--- src/logic/chart_pkg.sv ---
package chart_pkg;

    typedef struct packed {
        logic       oct_down;
        logic       oct_up;
        logic [6:0] keys;
    } note_t;

    // Player keys use the note layout
    typedef note_t keys_t;

    localparam logic [1:0] OCT_NONE = 2'd0;
    localparam logic [1:0] OCT_UP   = 2'd1;
    localparam logic [1:0] OCT_DOWN = 2'd2;

    typedef struct packed {
        logic       blank;
        logic [2:0] pitch;
        logic [1:0] octave;
    } seg_code_t;

    localparam seg_code_t SEG_BLANK = '{blank: 1'b1, pitch: 3'd0, octave: OCT_NONE};

    localparam int SCORE_W = 14;

    localparam logic [3:0] HIT_EXACT = 4'd10;
    localparam logic [3:0] HIT_LATE1 = 4'd10;
    localparam logic [3:0] HIT_LATE2 = 4'd8;
    localparam logic [3:0] HIT_LATE3 = 4'd5;

    // Half-periods at 100 MHz, C to B in rows: middle octave, up, down
    localparam logic [31:0] pitch_half_period [21] = '{
        32'd191110, 32'd170265, 32'd151685, 32'd143172,
        32'd127551, 32'd113636, 32'd101239,
        32'd95556,  32'd85132,  32'd75843,  32'd71586,
        32'd63776,  32'd56818,  32'd50619,
        32'd382219, 32'd340530, 32'd303370, 32'd286344,
        32'd255102, 32'd227273, 32'd202478
    };

    // 1 to 7 for a single key, 0 otherwise
    function automatic logic [2:0] note_pitch(note_t n);
        logic [2:0] p;
        p = 3'd0;
        for (int i = 0; i < 7; i++) begin
            if (n.keys == 7'(1 << i)) begin
                p = 3'(i + 1);
            end
        end
        return p;
    endfunction

    function automatic logic note_valid(note_t n);
        return (note_pitch(n) != 3'd0) && !(n.oct_up && n.oct_down);
    endfunction

    function automatic logic [1:0] note_octave(note_t n);
        if (n.oct_up) begin
            return OCT_UP;
        end
        if (n.oct_down) begin
            return OCT_DOWN;
        end
        return OCT_NONE;
    endfunction

endpackage

--- src/logic/chart_mem.sv ---
module chart_mem #(
    parameter int CHART_LEN = 256,
    localparam int ADDR_W = (CHART_LEN > 1) ? $clog2(CHART_LEN) : 1
) (
    input  logic                prog_clk,
    input  logic                wr_en,
    input  logic [ADDR_W-1:0]   wr_addr,
    input  chart_pkg::note_t    wr_note,
    input  logic [ADDR_W-1:0]   rd_addr,
    output chart_pkg::note_t    rd_note
);

    chart_pkg::note_t mem [CHART_LEN];

    // One write port from the loader
    always_ff @(posedge prog_clk) begin
        if (wr_en) begin
            mem[wr_addr] <= wr_note;
        end
    end

    // Registered read, data one cycle after the address
    always_ff @(posedge prog_clk) begin
        rd_note <= mem[rd_addr];
    end

endmodule

--- src/logic/chart_mem_arbiter.sv ---
module chart_mem_arbiter #(
    parameter int CHART_LEN = 256,
    localparam int ADDR_W = (CHART_LEN > 1) ? $clog2(CHART_LEN) : 1
) (
    input  logic              prog_clk,
    input  logic              rst,
    input  logic              step_req,
    input  logic [ADDR_W-1:0] step_addr,
    input  logic              peek_req,
    input  logic [ADDR_W-1:0] peek_addr,
    output logic [ADDR_W-1:0] mem_addr,
    output logic              step_valid,
    output logic              peek_valid
);

    typedef struct packed {
        logic step;
        logic peek;
    } grant_t;

    grant_t gnt;
    grant_t gnt_q;

    // Sequencer always wins, the display waits
    always_comb begin
        gnt.step = step_req;
        gnt.peek = peek_req & ~step_req;
    end

    assign mem_addr = gnt.step ? step_addr : peek_addr;

    // Read data belongs to whoever held the grant last cycle
    always_ff @(posedge prog_clk or posedge rst) begin
        if (rst) begin
            gnt_q <= '0;
        end else begin
            gnt_q <= gnt;
        end
    end

    assign step_valid = gnt_q.step;
    assign peek_valid = gnt_q.peek;

endmodule

--- src/logic/play_sequencer.sv ---
module play_sequencer #(
    parameter int CHART_LEN   = 256,
    parameter int TICK_CYCLES = 1_000_000,
    parameter int COUNT_TICKS = 10,
    localparam int ADDR_W  = (CHART_LEN > 1) ? $clog2(CHART_LEN) : 1,
    localparam int TOTAL_W = $clog2(CHART_LEN + 1)
) (
    input  logic                prog_clk,
    input  logic                rst,
    input  logic                start,
    input  logic [TOTAL_W-1:0]  note_total,
    output logic                step_req,
    output logic [ADDR_W-1:0]   step_addr,
    input  logic                step_valid,
    input  chart_pkg::note_t    mem_note,
    output logic                step_tick,
    output chart_pkg::note_t    cur_note,
    output logic                cur_valid,
    output logic                playing,
    output logic                finished,
    output logic [1:0]          count_digit
);

    localparam int TICK_W = (TICK_CYCLES > 1) ? $clog2(TICK_CYCLES) : 1;
    localparam int CT_W   = (COUNT_TICKS > 1) ? $clog2(COUNT_TICKS) : 1;

    typedef enum logic [1:0] {
        ST_IDLE,
        ST_COUNT,
        ST_PLAY,
        ST_DONE
    } state_t;

    state_t             state;
    logic [TICK_W-1:0]  tick_cnt;
    logic [CT_W-1:0]    digit_ticks;
    logic [TOTAL_W-1:0] step_cnt;
    chart_pkg::note_t   note_q;
    logic               tick_wrap;
    logic               start_ok;

    assign tick_wrap = (tick_cnt == TICK_W'(TICK_CYCLES - 1));
    assign start_ok  = start & ((state == ST_IDLE) | (state == ST_DONE));

    assign playing  = (state == ST_PLAY);
    assign finished = (state == ST_DONE);

    // No ticks once every note has been fetched
    assign step_tick = playing & tick_wrap & (step_cnt < note_total);
    assign step_req  = step_tick;
    assign step_addr = step_cnt[ADDR_W-1:0];

    // Fresh note shows straight from memory on its valid cycle
    assign cur_note  = step_valid ? mem_note : note_q;
    assign cur_valid = step_valid;

    always_ff @(posedge prog_clk or posedge rst) begin
        if (rst) begin
            state       <= ST_IDLE;
            tick_cnt    <= '0;
            digit_ticks <= '0;
            count_digit <= 2'd0;
            step_cnt    <= '0;
            note_q      <= '0;
        end else if (start_ok) begin
            state       <= ST_COUNT;
            tick_cnt    <= '0;
            digit_ticks <= '0;
            count_digit <= 2'd3;
            step_cnt    <= '0;
            note_q      <= '0;
        end else begin
            if (state == ST_COUNT || state == ST_PLAY) begin
                tick_cnt <= tick_wrap ? '0 : tick_cnt + 1'b1;
            end
            // Countdown 3, 2, 1 then play
            if (state == ST_COUNT && tick_wrap) begin
                if (digit_ticks == CT_W'(COUNT_TICKS - 1)) begin
                    digit_ticks <= '0;
                    count_digit <= count_digit - 2'd1;
                    if (count_digit == 2'd1) begin
                        state <= ST_PLAY;
                    end
                end else begin
                    digit_ticks <= digit_ticks + 1'b1;
                end
            end
            if (step_tick) begin
                step_cnt <= step_cnt + 1'b1;
            end
            if (step_valid) begin
                note_q <= mem_note;
                if (step_cnt == note_total) begin
                    state <= ST_DONE;
                end
            end
        end
    end

endmodule

--- src/logic/hit_judge.sv ---
module hit_judge (
    input  logic                           prog_clk,
    input  logic                           rst,
    input  logic                           start,
    input  logic                           step_tick,
    input  chart_pkg::keys_t               keys,
    input  chart_pkg::note_t               cur_note,
    input  logic                           cur_valid,
    input  logic                           auto_play,
    output logic [chart_pkg::SCORE_W-1:0]  score
);

    // Index 0 is this tick, then one, two and three ticks back
    chart_pkg::keys_t            hist [4];
    logic [3:0]                  points;
    logic [chart_pkg::SCORE_W:0] sum;

    always_comb begin
        points = 4'd0;
        if (cur_note != '0) begin
            if (auto_play || cur_note == hist[0]) begin
                points = chart_pkg::HIT_EXACT;
            end else if (cur_note == hist[1]) begin
                points = chart_pkg::HIT_LATE1;
            end else if (cur_note == hist[2]) begin
                points = chart_pkg::HIT_LATE2;
            end else if (cur_note == hist[3]) begin
                points = chart_pkg::HIT_LATE3;
            end
        end
    end

    assign sum = {1'b0, score} + {{(chart_pkg::SCORE_W - 3){1'b0}}, points};

    always_ff @(posedge prog_clk or posedge rst) begin
        if (rst) begin
            for (int i = 0; i < 4; i++) begin
                hist[i] <= '0;
            end
            score <= '0;
        end else if (start) begin
            for (int i = 0; i < 4; i++) begin
                hist[i] <= '0;
            end
            score <= '0;
        end else begin
            if (step_tick) begin
                hist[0] <= keys;
                hist[1] <= hist[0];
                hist[2] <= hist[1];
                hist[3] <= hist[2];
            end
            if (cur_valid) begin
                // Saturate at all ones
                score <= sum[chart_pkg::SCORE_W] ? '1 : sum[chart_pkg::SCORE_W-1:0];
            end
        end
    end

endmodule

--- src/logic/next_note_display.sv ---
module next_note_display #(
    parameter int CHART_LEN = 256,
    localparam int ADDR_W = (CHART_LEN > 1) ? $clog2(CHART_LEN) : 1
) (
    input  logic                  prog_clk,
    input  logic                  rst,
    input  logic                  playing,
    input  logic                  step_tick,
    input  logic [ADDR_W-1:0]     peek_base,
    output logic                  peek_req,
    output logic [ADDR_W-1:0]     peek_addr,
    input  logic                  peek_valid,
    input  chart_pkg::note_t      mem_note,
    output logic [7:0]            led,
    output chart_pkg::seg_code_t  seg
);

    logic                 got_ok;
    logic [ADDR_W-1:0]    sent_addr;
    logic [7:0]           led_map;
    chart_pkg::seg_code_t seg_map;

    // peek_base already points one past the note now sounding
    assign peek_addr = peek_base;

    // Held until data for the current base comes back
    assign peek_req = playing & ~got_ok;

    always_ff @(posedge prog_clk) begin
        sent_addr <= peek_addr;
    end

    // C on LED 7, octave shift on LED 0
    always_comb begin
        led_map = 8'd0;
        seg_map = chart_pkg::SEG_BLANK;
        if (chart_pkg::note_valid(mem_note)) begin
            led_map[0] = mem_note.oct_up | mem_note.oct_down;
            for (int i = 0; i < 7; i++) begin
                led_map[7 - i] = mem_note.keys[i];
            end
            seg_map.blank  = 1'b0;
            seg_map.pitch  = chart_pkg::note_pitch(mem_note);
            seg_map.octave = chart_pkg::note_octave(mem_note);
        end
    end

    always_ff @(posedge prog_clk or posedge rst) begin
        if (rst) begin
            got_ok <= 1'b0;
            led    <= 8'd0;
            seg    <= chart_pkg::SEG_BLANK;
        end else if (!playing) begin
            // Countdown, idle and past the end all go dark
            got_ok <= 1'b0;
            led    <= 8'd0;
            seg    <= chart_pkg::SEG_BLANK;
        end else begin
            if (peek_valid) begin
                led    <= led_map;
                seg    <= seg_map;
                got_ok <= (sent_addr == peek_base);
            end
            // Base moves on each step, fetch again
            if (step_tick) begin
                got_ok <= 1'b0;
            end
        end
    end

endmodule

--- src/logic/tone_gen.sv ---
module tone_gen #(
    parameter int TONE_SHIFT = 0
) (
    input  logic              prog_clk,
    input  logic              rst,
    input  chart_pkg::note_t  cur_note,
    input  logic              playing,
    output logic              tone
);

    chart_pkg::note_t note_q;
    logic             sounding;
    logic [4:0]       idx;
    logic [31:0]      half;
    logic [31:0]      cnt;

    assign sounding = playing & chart_pkg::note_valid(cur_note);

    // Table rows of seven: middle, up, down
    always_comb begin
        idx = 5'd0;
        if (chart_pkg::note_valid(cur_note)) begin
            idx = 5'(chart_pkg::note_pitch(cur_note) - 3'd1)
                + 5'(7 * chart_pkg::note_octave(cur_note));
        end
    end

    assign half = chart_pkg::pitch_half_period[idx] >> TONE_SHIFT;

    always_ff @(posedge prog_clk or posedge rst) begin
        if (rst) begin
            note_q <= '0;
            cnt    <= '0;
            tone   <= 1'b0;
        end else if (!sounding || cur_note != note_q) begin
            note_q <= cur_note;
            cnt    <= '0;
            tone   <= 1'b0;
        end else if (cnt + 32'd1 >= half) begin
            cnt  <= '0;
            tone <= ~tone;
        end else begin
            cnt <= cnt + 32'd1;
        end
    end

endmodule

--- src/logic/chart_player.sv ---
module chart_player #(
    parameter int CHART_LEN   = 256,
    parameter int TICK_CYCLES = 1_000_000,
    parameter int COUNT_TICKS = 10,
    parameter int TONE_SHIFT  = 0,
    localparam int ADDR_W  = (CHART_LEN > 1) ? $clog2(CHART_LEN) : 1,
    localparam int TOTAL_W = $clog2(CHART_LEN + 1)
) (
    input  logic                           prog_clk,
    input  logic                           rst,
    input  logic                           load_en,
    input  logic [ADDR_W-1:0]              load_addr,
    input  chart_pkg::note_t               load_note,
    input  logic [TOTAL_W-1:0]             note_total,
    input  logic                           start,
    input  logic                           auto_play,
    input  chart_pkg::keys_t               keys,
    output logic [1:0]                     count_digit,
    output logic                           playing,
    output logic                           finished,
    output logic [chart_pkg::SCORE_W-1:0]  score,
    output logic                           tone,
    output logic [7:0]                     led,
    output chart_pkg::seg_code_t           seg
);

    logic              ctrl_idle;
    logic              start_ok;
    logic              wr_en;
    logic [ADDR_W-1:0] mem_addr;
    chart_pkg::note_t  rd_note;
    logic              step_req;
    logic [ADDR_W-1:0] step_addr;
    logic              step_valid;
    logic              peek_req;
    logic [ADDR_W-1:0] peek_addr;
    logic              peek_valid;
    logic              step_tick;
    chart_pkg::note_t  cur_note;
    logic              cur_valid;

    // Idle or finished: no countdown digit and not playing
    assign ctrl_idle = ~playing & (count_digit == 2'd0);
    assign wr_en     = load_en & ctrl_idle;
    assign start_ok  = start & ctrl_idle;

    chart_mem #(.CHART_LEN(CHART_LEN)) u_chart_mem (
        .prog_clk(prog_clk), .wr_en(wr_en), .wr_addr(load_addr),
        .wr_note(load_note), .rd_addr(mem_addr), .rd_note(rd_note)
    );

    chart_mem_arbiter #(.CHART_LEN(CHART_LEN)) u_arbiter (
        .prog_clk(prog_clk), .rst(rst),
        .step_req(step_req), .step_addr(step_addr),
        .peek_req(peek_req), .peek_addr(peek_addr),
        .mem_addr(mem_addr), .step_valid(step_valid), .peek_valid(peek_valid)
    );

    play_sequencer #(
        .CHART_LEN(CHART_LEN), .TICK_CYCLES(TICK_CYCLES), .COUNT_TICKS(COUNT_TICKS)
    ) u_sequencer (
        .prog_clk(prog_clk), .rst(rst), .start(start), .note_total(note_total),
        .step_req(step_req), .step_addr(step_addr),
        .step_valid(step_valid), .mem_note(rd_note),
        .step_tick(step_tick), .cur_note(cur_note), .cur_valid(cur_valid),
        .playing(playing), .finished(finished), .count_digit(count_digit)
    );

    hit_judge u_hit_judge (
        .prog_clk(prog_clk), .rst(rst), .start(start_ok), .step_tick(step_tick),
        .keys(keys), .cur_note(cur_note), .cur_valid(cur_valid),
        .auto_play(auto_play), .score(score)
    );

    next_note_display #(.CHART_LEN(CHART_LEN)) u_display (
        .prog_clk(prog_clk), .rst(rst), .playing(playing), .step_tick(step_tick),
        .peek_base(step_addr), .peek_req(peek_req), .peek_addr(peek_addr),
        .peek_valid(peek_valid), .mem_note(rd_note), .led(led), .seg(seg)
    );

    tone_gen #(.TONE_SHIFT(TONE_SHIFT)) u_tone_gen (
        .prog_clk(prog_clk), .rst(rst), .cur_note(cur_note),
        .playing(playing), .tone(tone)
    );

endmodule

--- config.mk ---
export PLATFORM = sky130hd
export DESIGN_NAME = chart_player
export DESIGN_NICKNAME = d
export VERILOG_FILES = /design/src/logic/chart_pkg.sv /design/src/logic/chart_mem.sv /design/src/logic/chart_mem_arbiter.sv /design/src/logic/play_sequencer.sv /design/src/logic/hit_judge.sv /design/src/logic/next_note_display.sv /design/src/logic/tone_gen.sv /design/src/logic/chart_player.sv
export SDC_FILE = /design/constraint.sdc
export NUM_CORES = 2
export LEC_CHECK = 0
export BUFFER_PORTS_ARGS = -buffer_cell sky130_fd_sc_hd__clkbuf_2
export CELL_PAD_IN_SITES_DETAIL_PLACEMENT = 0
export CELL_PAD_IN_SITES_GLOBAL_PLACEMENT = 2
export CORE_ASPECT_RATIO = 2
export CORE_UTILIZATION = 40
export DETAILED_ROUTE_END_ITERATION = 10
export GPL_TIMING_DRIVEN = 0
export PLACE_DENSITY = 0.76
export SETUP_SLACK_MARGIN = 0.5
export SYNTH_ARGS = -nofsm -noshare
export SYNTH_HDL_FRONTEND = slang
export SYNTH_SLANG_ARGS = --single-unit
--- constraint.sdc ---
create_clock -name prog_clk -period 12.3 [get_ports prog_clk]
set_input_delay 1.23 -clock prog_clk [delete_from_list [all_inputs] [get_ports prog_clk]]
set_output_delay 1.23 -clock prog_clk [all_outputs]
set_load 0.05 [all_outputs]
==> Yosys cells after proc, flatten, opt, wreduce, memory -nomap -nowiden <==
Memory sizes are Yosys's and may differ from the RTL's. A register that Yosys moved wholly into a read port is not among the register bits.
Cells that the tools add are included.
{ "word_totals": {"reg_bits": 163, "ram_bits": 2304, "rom_bits": 1024, "input_bits": 40, "output_inout_bits": 33, "word_cells": 198, "mem_count": 2} }
{ "memory_table": {"columns": ["memory", "depth", "word_bits", "read_ports", "rd_ports_with_merged_regs", "write_ports", "line", "rtl"], "rows": [
  ["u_chart_mem.mem", 256, 9, 1, 1, 1, "chart_mem.sv:13", "chart_pkg::note_t mem [CHART_LEN];"],
  ["(name not given)", 32, 32, 1, 0, 0, "tone_gen.sv:28", "assign half = chart_pkg::pitch_half_period[idx] >> TONE_SHIFT;"]
]} }
{ "op_classes": {"n_addsub": 8, "n_mul": 1, "n_lt_le_gt_ge": 3, "n_eq_ne": 29, "n_mux": 81, "n_bitwise": 16, "n_reduce_logical": 24} }
{ "ops": {"columns": ["operator", "n"], "rows": [
  ["32-bit 2-to-1 mux", 4],
  ["36-bit 2-to-1 mux", 2],
  ["20-bit 2-to-1 mux", 3],
  ["9-bit equality test", 5],
  ["2-bit 2-to-1 mux", 22],
  ["14-bit 2-to-1 mux", 3],
  ["9-bit 2-to-1 mux", 4],
  ["32-bit by 1-bit adder with 32-bit output (second input constant)", 1],
  ["32-bit >= comparator", 1],
  ["3-bit 2-to-1 mux", 10],
  ["4-bit 2-to-1 mux", 7],
  ["8-bit 2-to-1 mux", 3],
  ["20-bit by 1-bit adder with 20-bit output (second input constant)", 1],
  ["20-bit equality test (second input constant)", 1],
  ["1-bit 2-to-1 mux", 19],
  ["6-bit 2-to-1 mux", 3],
  ["14-bit by 4-bit adder with 15-bit output", 1],
  ["7-bit by 1-bit equality test with 1-bit output (second input constant)", 2],
  ["7-bit by 2-bit equality test with 1-bit output (second input constant)", 2],
  ["7-bit by 3-bit equality test with 1-bit output (second input constant)", 2],
  ["7-bit by 4-bit equality test with 1-bit output (second input constant)", 2],
  ["7-bit by 5-bit equality test with 1-bit output (second input constant)", 2],
  ["7-bit by 6-bit equality test with 1-bit output (second input constant)", 2],
  ["7-bit equality test (second input constant)", 2],
  ["28 further kinds", 58]
]} }

==> Logic depth before layout (Yosys ltp) <==
{ "depth": {"word_depth": 27, "ltp_mapped": 30} }

==> Hierarchy <==
From an unflattened synthesis, not the netlist that was laid out.
{ "hier_totals": {"hier_cells": 5361, "hier_area_um2": 99822.0} }
{ "by_module_without_submodules": {"columns": ["module", "instances", "cells_per_inst", "area_per_inst_um2", "seq_area_each_um2"], "rows": [
  ["chart_mem", 1, 4237, 89278.1, 69366.5],
  ["tone_gen", 1, 422, 3559.7, 1051.0],
  ["play_sequencer", 1, 310, 2832.7, 1151.1],
  ["hit_judge", 1, 268, 2792.7, 1251.2],
  ["next_note_display", 1, 109, 1147.4, 536.8],
  ["chart_mem_arbiter", 1, 13, 193.9, 50.0],
  ["chart_player", 1, 2, 17.5, 0.0]
]} }

==> Least setup slack after synthesis <==
No wires, ideal clock.
{ "synth_timing": {"kind": "register -> register", "startpoint": "register u_arbiter.gnt_q, in the netlist u_arbiter.step_valid", "endpoint": "register u_tone_gen.tone", "setup_ns": 0.125, "t_arrival_ns": 5.705, "required_ns": 12.175, "slack_ns": 6.470, "stages_incl_launch_ff": 29, "n_path_buf": 4, "synth_period_minus_slack_ns": 5.830, "path_cell_list": "dfrtp_1 -> buf_2 -> buf_2 -> mux2i_2 -> clkinv_1 -> nor2_1 -> nand4_1 -> o21ai_0 -> nand2_1 -> ha_1 -> inv_1 -> ha_1 -> ha_1 -> a21o_1 -> a21oi_1 -> xor2_1 -> or2_2 -> clkbuf_1 -> a32o_1 -> o21ai_0 -> ha_1 -> a211oi_1 -> nor2_1 -> nor3_1 -> o21ai_0 -> o31ai_1 -> nand4_1 -> buf_6 -> mux2_4"} }
{ "synth_via": {"elab_chain_len": 19, "elab_cells_between_ends": 44} }
{ "synth_rtl": {"columns": ["element", "line", "rtl"], "rows": [
  ["from (decl)", "chart_mem_arbiter.sv:22", "grant_t gnt_q;"],
  ["from (signal assigned)", "chart_mem_arbiter.sv:37", "gnt_q <= gnt;"],
  ["9-bit 2-to-1 mux (*)", "play_sequencer.sv:54", "assign cur_note = step_valid ? mem_note : note_q;"],
  ["7-bit by 1-bit equality test with 1-bit output", "chart_pkg.sv:46", "if (n.keys == 7'(1 << i)) begin"],
  ["1-bit 2-to-1 mux", "chart_pkg.sv:46", null],
  ["2-bit 2-to-1 mux (2 in a row)", "chart_pkg.sv:46", null],
  ["3-bit 2-to-1 mux (4 in a row)", "chart_pkg.sv:46", null],
  ["3-bit 2-to-1 mux", "tone_gen.sv:22", "if (chart_pkg::note_valid(cur_note)) begin"],
  ["3-bit by 1-bit subtractor with 4-bit output", "tone_gen.sv:23", "idx = 5'(chart_pkg::note_pitch(cur_note) - 3'd1)"],
  ["5-bit adder", "tone_gen.sv:24", "+ 5'(7 * chart_pkg::note_octave(cur_note));"],
  ["5-bit 2-to-1 mux", "tone_gen.sv:22", null],
  ["5-bit NOT with 6-bit output (implied by the code)", "tone_gen.sv:28", null],
  ["memory 32 x 32 bit", null, null],
  ["32-bit 2-to-1 mux (implied by the code) (2 in a row)", "tone_gen.sv:28", null],
  ["32-bit >= comparator", "tone_gen.sv:39", "end else if (cnt + 32'd1 >= half) begin"],
  ["2-bit nonzero test (no source line)", null, null],
  ["to (signal assigned)", "tone_gen.sv:41", "tone <= ~tone;"],
  ["to (decl)", "tone_gen.sv:8", "output logic tone"]
]} }
Every way passes the cells marked *; elsewhere a longest branch is shown, timed or not. The select of a mux whose other input is x is not followed.
A chain may end at the register's enable or synchronous reset.

==> Worst setup path in the final report <==
Ends and elaborated chain as after synthesis.

==> flow_summary.yaml <==
power_and_ir_drop:
  net-switching-power_mw: 3.252
  combinationalPowerShare: 0.011
  switching_share: 0.2026
  p_leak_nw: 33.68
  ir_drop_mv: 0.1235
  power.share.clock: 0.416
  power_mw: 16.05
  intPower_mw: 12.80
  power.share.sequential: 0.573
  power_density_nw_per_um2: 145.5
sta:
  rsz0062_at_grt: "false"
  finalMaxSlewViolations: 43
  slew_headroom: -0.05112
  worst_slack_ns: 3.819
  max_freq_ghz: 0.1179
  fin_crit_ns: 8.481
  final-hold-violation-count: 0
  finalClockSkew_ns: 0.05746
  post-route-period-util: 0.6895
  tns_ns: 0
  finalSetupViolations: 0
  worstMarginPinSlew_ns: 1.577
synthesis:
  synth-async-reset-ratio: 0.06260
  yosys_warnings: 0
  synth_xor_area_frac: 0.008090
  synth_top_area_frac: 0.7022
  syn_area_um2: 98520
  yosys_register_bits: 2476
  synth-edff-count: 2304
  yosysUniqueCellTypes: 80
  synth.area.top_cells: "edfxtp_1 70%, mux4_2 16%, dfrtp_1 3.9%"
  synthAdderAreaFrac: 0.007518
  synth-compound-area-share: 0.02215
  netlist_instances: 4873
  yosysMostFrequentCell: "edfxtp_1"
  synth_top_area_cell: "edfxtp_1"
  yosys.area_share.simple: 0.03783
  synth_mux_area_frac: 0.1663
  synth_commonest_cells: "2,304 x edfxtp_1, 698 x mux4_2, 336 x nor2_1"
  avgSynthCellArea_um2: 20.22
  yosysSeqAreaShare: 0.7451
  synth_top_family_by_area: "multiplexers"
  synthFlopType: "edfxtp_1"
detailed_routing:
  firstDrtPassIters: 9
  via_per_inst: 6.079
  top_layer: "met5"
  postRouteAntennaNets: 0
  dr_total_vias: 52240
  wl_per_cell_um: 40.46
  drt_iter0_drc: 6652
  drt_wl_total_mm: 347.7
  drc: 0
  met2WireLength_mm: 176.7
  met3_length_mm: 23.66
  wl_met1_mm: 101.1
setup_path:
  crit_cells: 26
  rr_startpoint: "u_arbiter.step_valid$_DFF_PP0_"
  path_common_cell: "o21ai_0"
  start_kind: "flop"
  cp_top_family: "compound AO/OA/AOI/OAI gates"
  crit_path_end_kind: "flop"
  timing.critical_path.buf_inv: 4
  reg2regPathDepth: 26
  r2r-end: "u_tone_gen.tone$_DFFE_PP0P_"
  crit_fanout: 10
  cp_data_arrival_time_ns: 9.21
  crit_type: "reg2reg"
  regToRegSetupSlack_ns: 3.82
  required_ns: 13.03
  crit_slowest_cell: "a211oi_1"
  critPathMaxStageDelay_ns: 0.95
floorplan:
  initial_core_util: 0.4021
  die_y_um: 703.9
  io_pins: 73
  die_area_um2: 248400
  die_width_um: 352.9
  rows: 257
  core_um2: 245000
hold_path:
  min_from: "u_sequencer.step_cnt[2]$_DFFE_PP0P_"
  worstHoldPathType: "reg2reg"
  whs_endpoint: "u_display.sent_addr[2]$_DFF_P_"
  holdPathStages: 0
layout:
  finalInstanceArea_um2: 110300
  final_cells: 8593
  drive_above_1_share: 0.2365
  area_growth_pct: 12.00
  final_nets: 5288
  fillers: 20760
clocking:
  clock_sink_count: 2476
  clock_latency_ns: 0.86
  ctsHtreeMaxLevel: 4
  cts_max_path_buffers: 4
  ctsResizeCount: 0
  tritoncts: "built"
  post_cts_buffers: 0
  cts_root_buf: "clkbuf_16"
  cts_buffers: 205
  clk_pin_slew_worst_paths_ns: 0.07
  hold_buffers: 0
place:
  routabilityCongestion: 0.9974
  dp_slack_ns: 3.851
  placed_cells: 8219
  hpwlAfterDp_mm: 244.5
  io_buffers: 72
  place_area_um2: 103700
run:
  maxCapViolCount: 4
global_route:
  grt.total_usage: 0.2791
  grt_pass1_wl_mm: 463.9
  grt-ovfl-total: 0
  antenna_found_initial: 19
  grt_pass1_vias: 53450
  grt_max_degree: 149
run_status:
  violations: "max-capacitance violations, max-slew violations"
  run_status: "complete, but fails checks"
-- how the worst max path moves through the flow --
stage / from / endpoint
floorplan: u_arbiter.step_valid$_DFF_PP0_ / u_tone_gen.tone$_DFFE_PP0P_
global placement: u_arbiter.step_valid$_DFF_PP0_ / u_tone_gen.tone$_DFFE_PP0P_
detailed placement: u_arbiter.step_valid$_DFF_PP0_ / u_tone_gen.tone$_DFFE_PP0P_
CTS: u_arbiter.step_valid$_DFF_PP0_ / u_tone_gen.tone$_DFFE_PP0P_
global route: u_arbiter.step_valid$_DFF_PP0_ / u_tone_gen.tone$_DFFE_PP0P_
finish: u_arbiter.step_valid$_DFF_PP0_ / u_tone_gen.tone$_DFFE_PP0P_
-- through the flow --
step,hold slack (ns),utilization
5_1_grt,0.4306,0.4502
6_report,0.4161,0.4503
3_3_place_gp,0.4008,0.4203
3_5_place_dp,0.4069,0.4234
2_1_floorplan,0.3684,-
4_1_cts,0.4229,0.4501
-- kinds of logic after synthesis --
logic type,count (synthesis)
flops,2476
simple gates,835
mux,762
compound gates,332
buf+inv,318
xor+xnor,91
fa+ha+maj,58
other cells,1
-- power groups by stage --
| stage | Clock [mW] | Sequential (mW) | Combinational, mW |
|---|---|---|---|
| finish | 6.68 | 9.20 | 0.179 |
| global placement | 0 | 9.43 | 0.151 |
| global route | 6.96 | 9.19 | 0.190 |
| CTS | 6.70 | 9.20 | 0.177 |
| floorplan | 0 | 9.38 | 0.0212 |
| detailed placement | 0 | 9.38 | 0.178 |
-- area by class of cell --
type,instances,area [um2],share of cell area
Multi-Input combinational cell,2091,23900,0.2166
Sequential cell,2476,73410,0.6652
Timing Repair Buffer,98,1006,0.009116
Antenna cell,11,27.53,0.0002495
Inverter,42,165.2,0.001497
Clock buffer,252,5388,0.04883
Tap cell,3237,4050,0.03670
Buffer,276,1237,0.01121
Clock inverter,110,1162,0.01053
-- state kept, by name (all words and copies together) (netlist names), 9 cells and up --
register and count:
u_chart_mem.mem 2304, u_chart_mem.rd_note 9, u_hit_judge.hist 36, u_hit_judge.score 14
u_sequencer.note_q 9, u_sequencer.step_cnt 9, u_sequencer.tick_cnt 20, u_tone_gen.cnt 32
u_tone_gen.note_q 9
-- cell usage in the layout, fill, tap and decap left out, types with 31 or more instances in the layout --
| cell type | n |
|---|---|
| mux2i_1 | 55 |
| xor2_1 | 33 |
| dfrtp_1 | 154 |
| clkbuf_16 | 206 |
| inv_1 | 34 |
| ha_1 | 56 |
| a21oi_1 | 72 |
| nor2b_1 | 31 |
| buf_2 | 82 |
| clkbuf_2 | 130 |
| clkinv_1 | 42 |
| nor2_1 | 335 |
| nor3_1 | 37 |
| edfxtp_1 | 2304 |
| clkbuf_1 | 153 |
| nand2_1 | 234 |
| a22oi_1 | 40 |
| xnor2_1 | 58 |
| nand3_1 | 67 |
| mux4_2 | 698 |
| o21ai_0 | 74 |
-- per-layer routing --
metal	up-vias	global-route usage
met5	-	0
met4	10	0.3040
met3	1046	0.04893
met2	2905	0.4809
met1	27700	0.2679
li1	20570	-
Note: power is estimated with default switching activity, not from simulation.
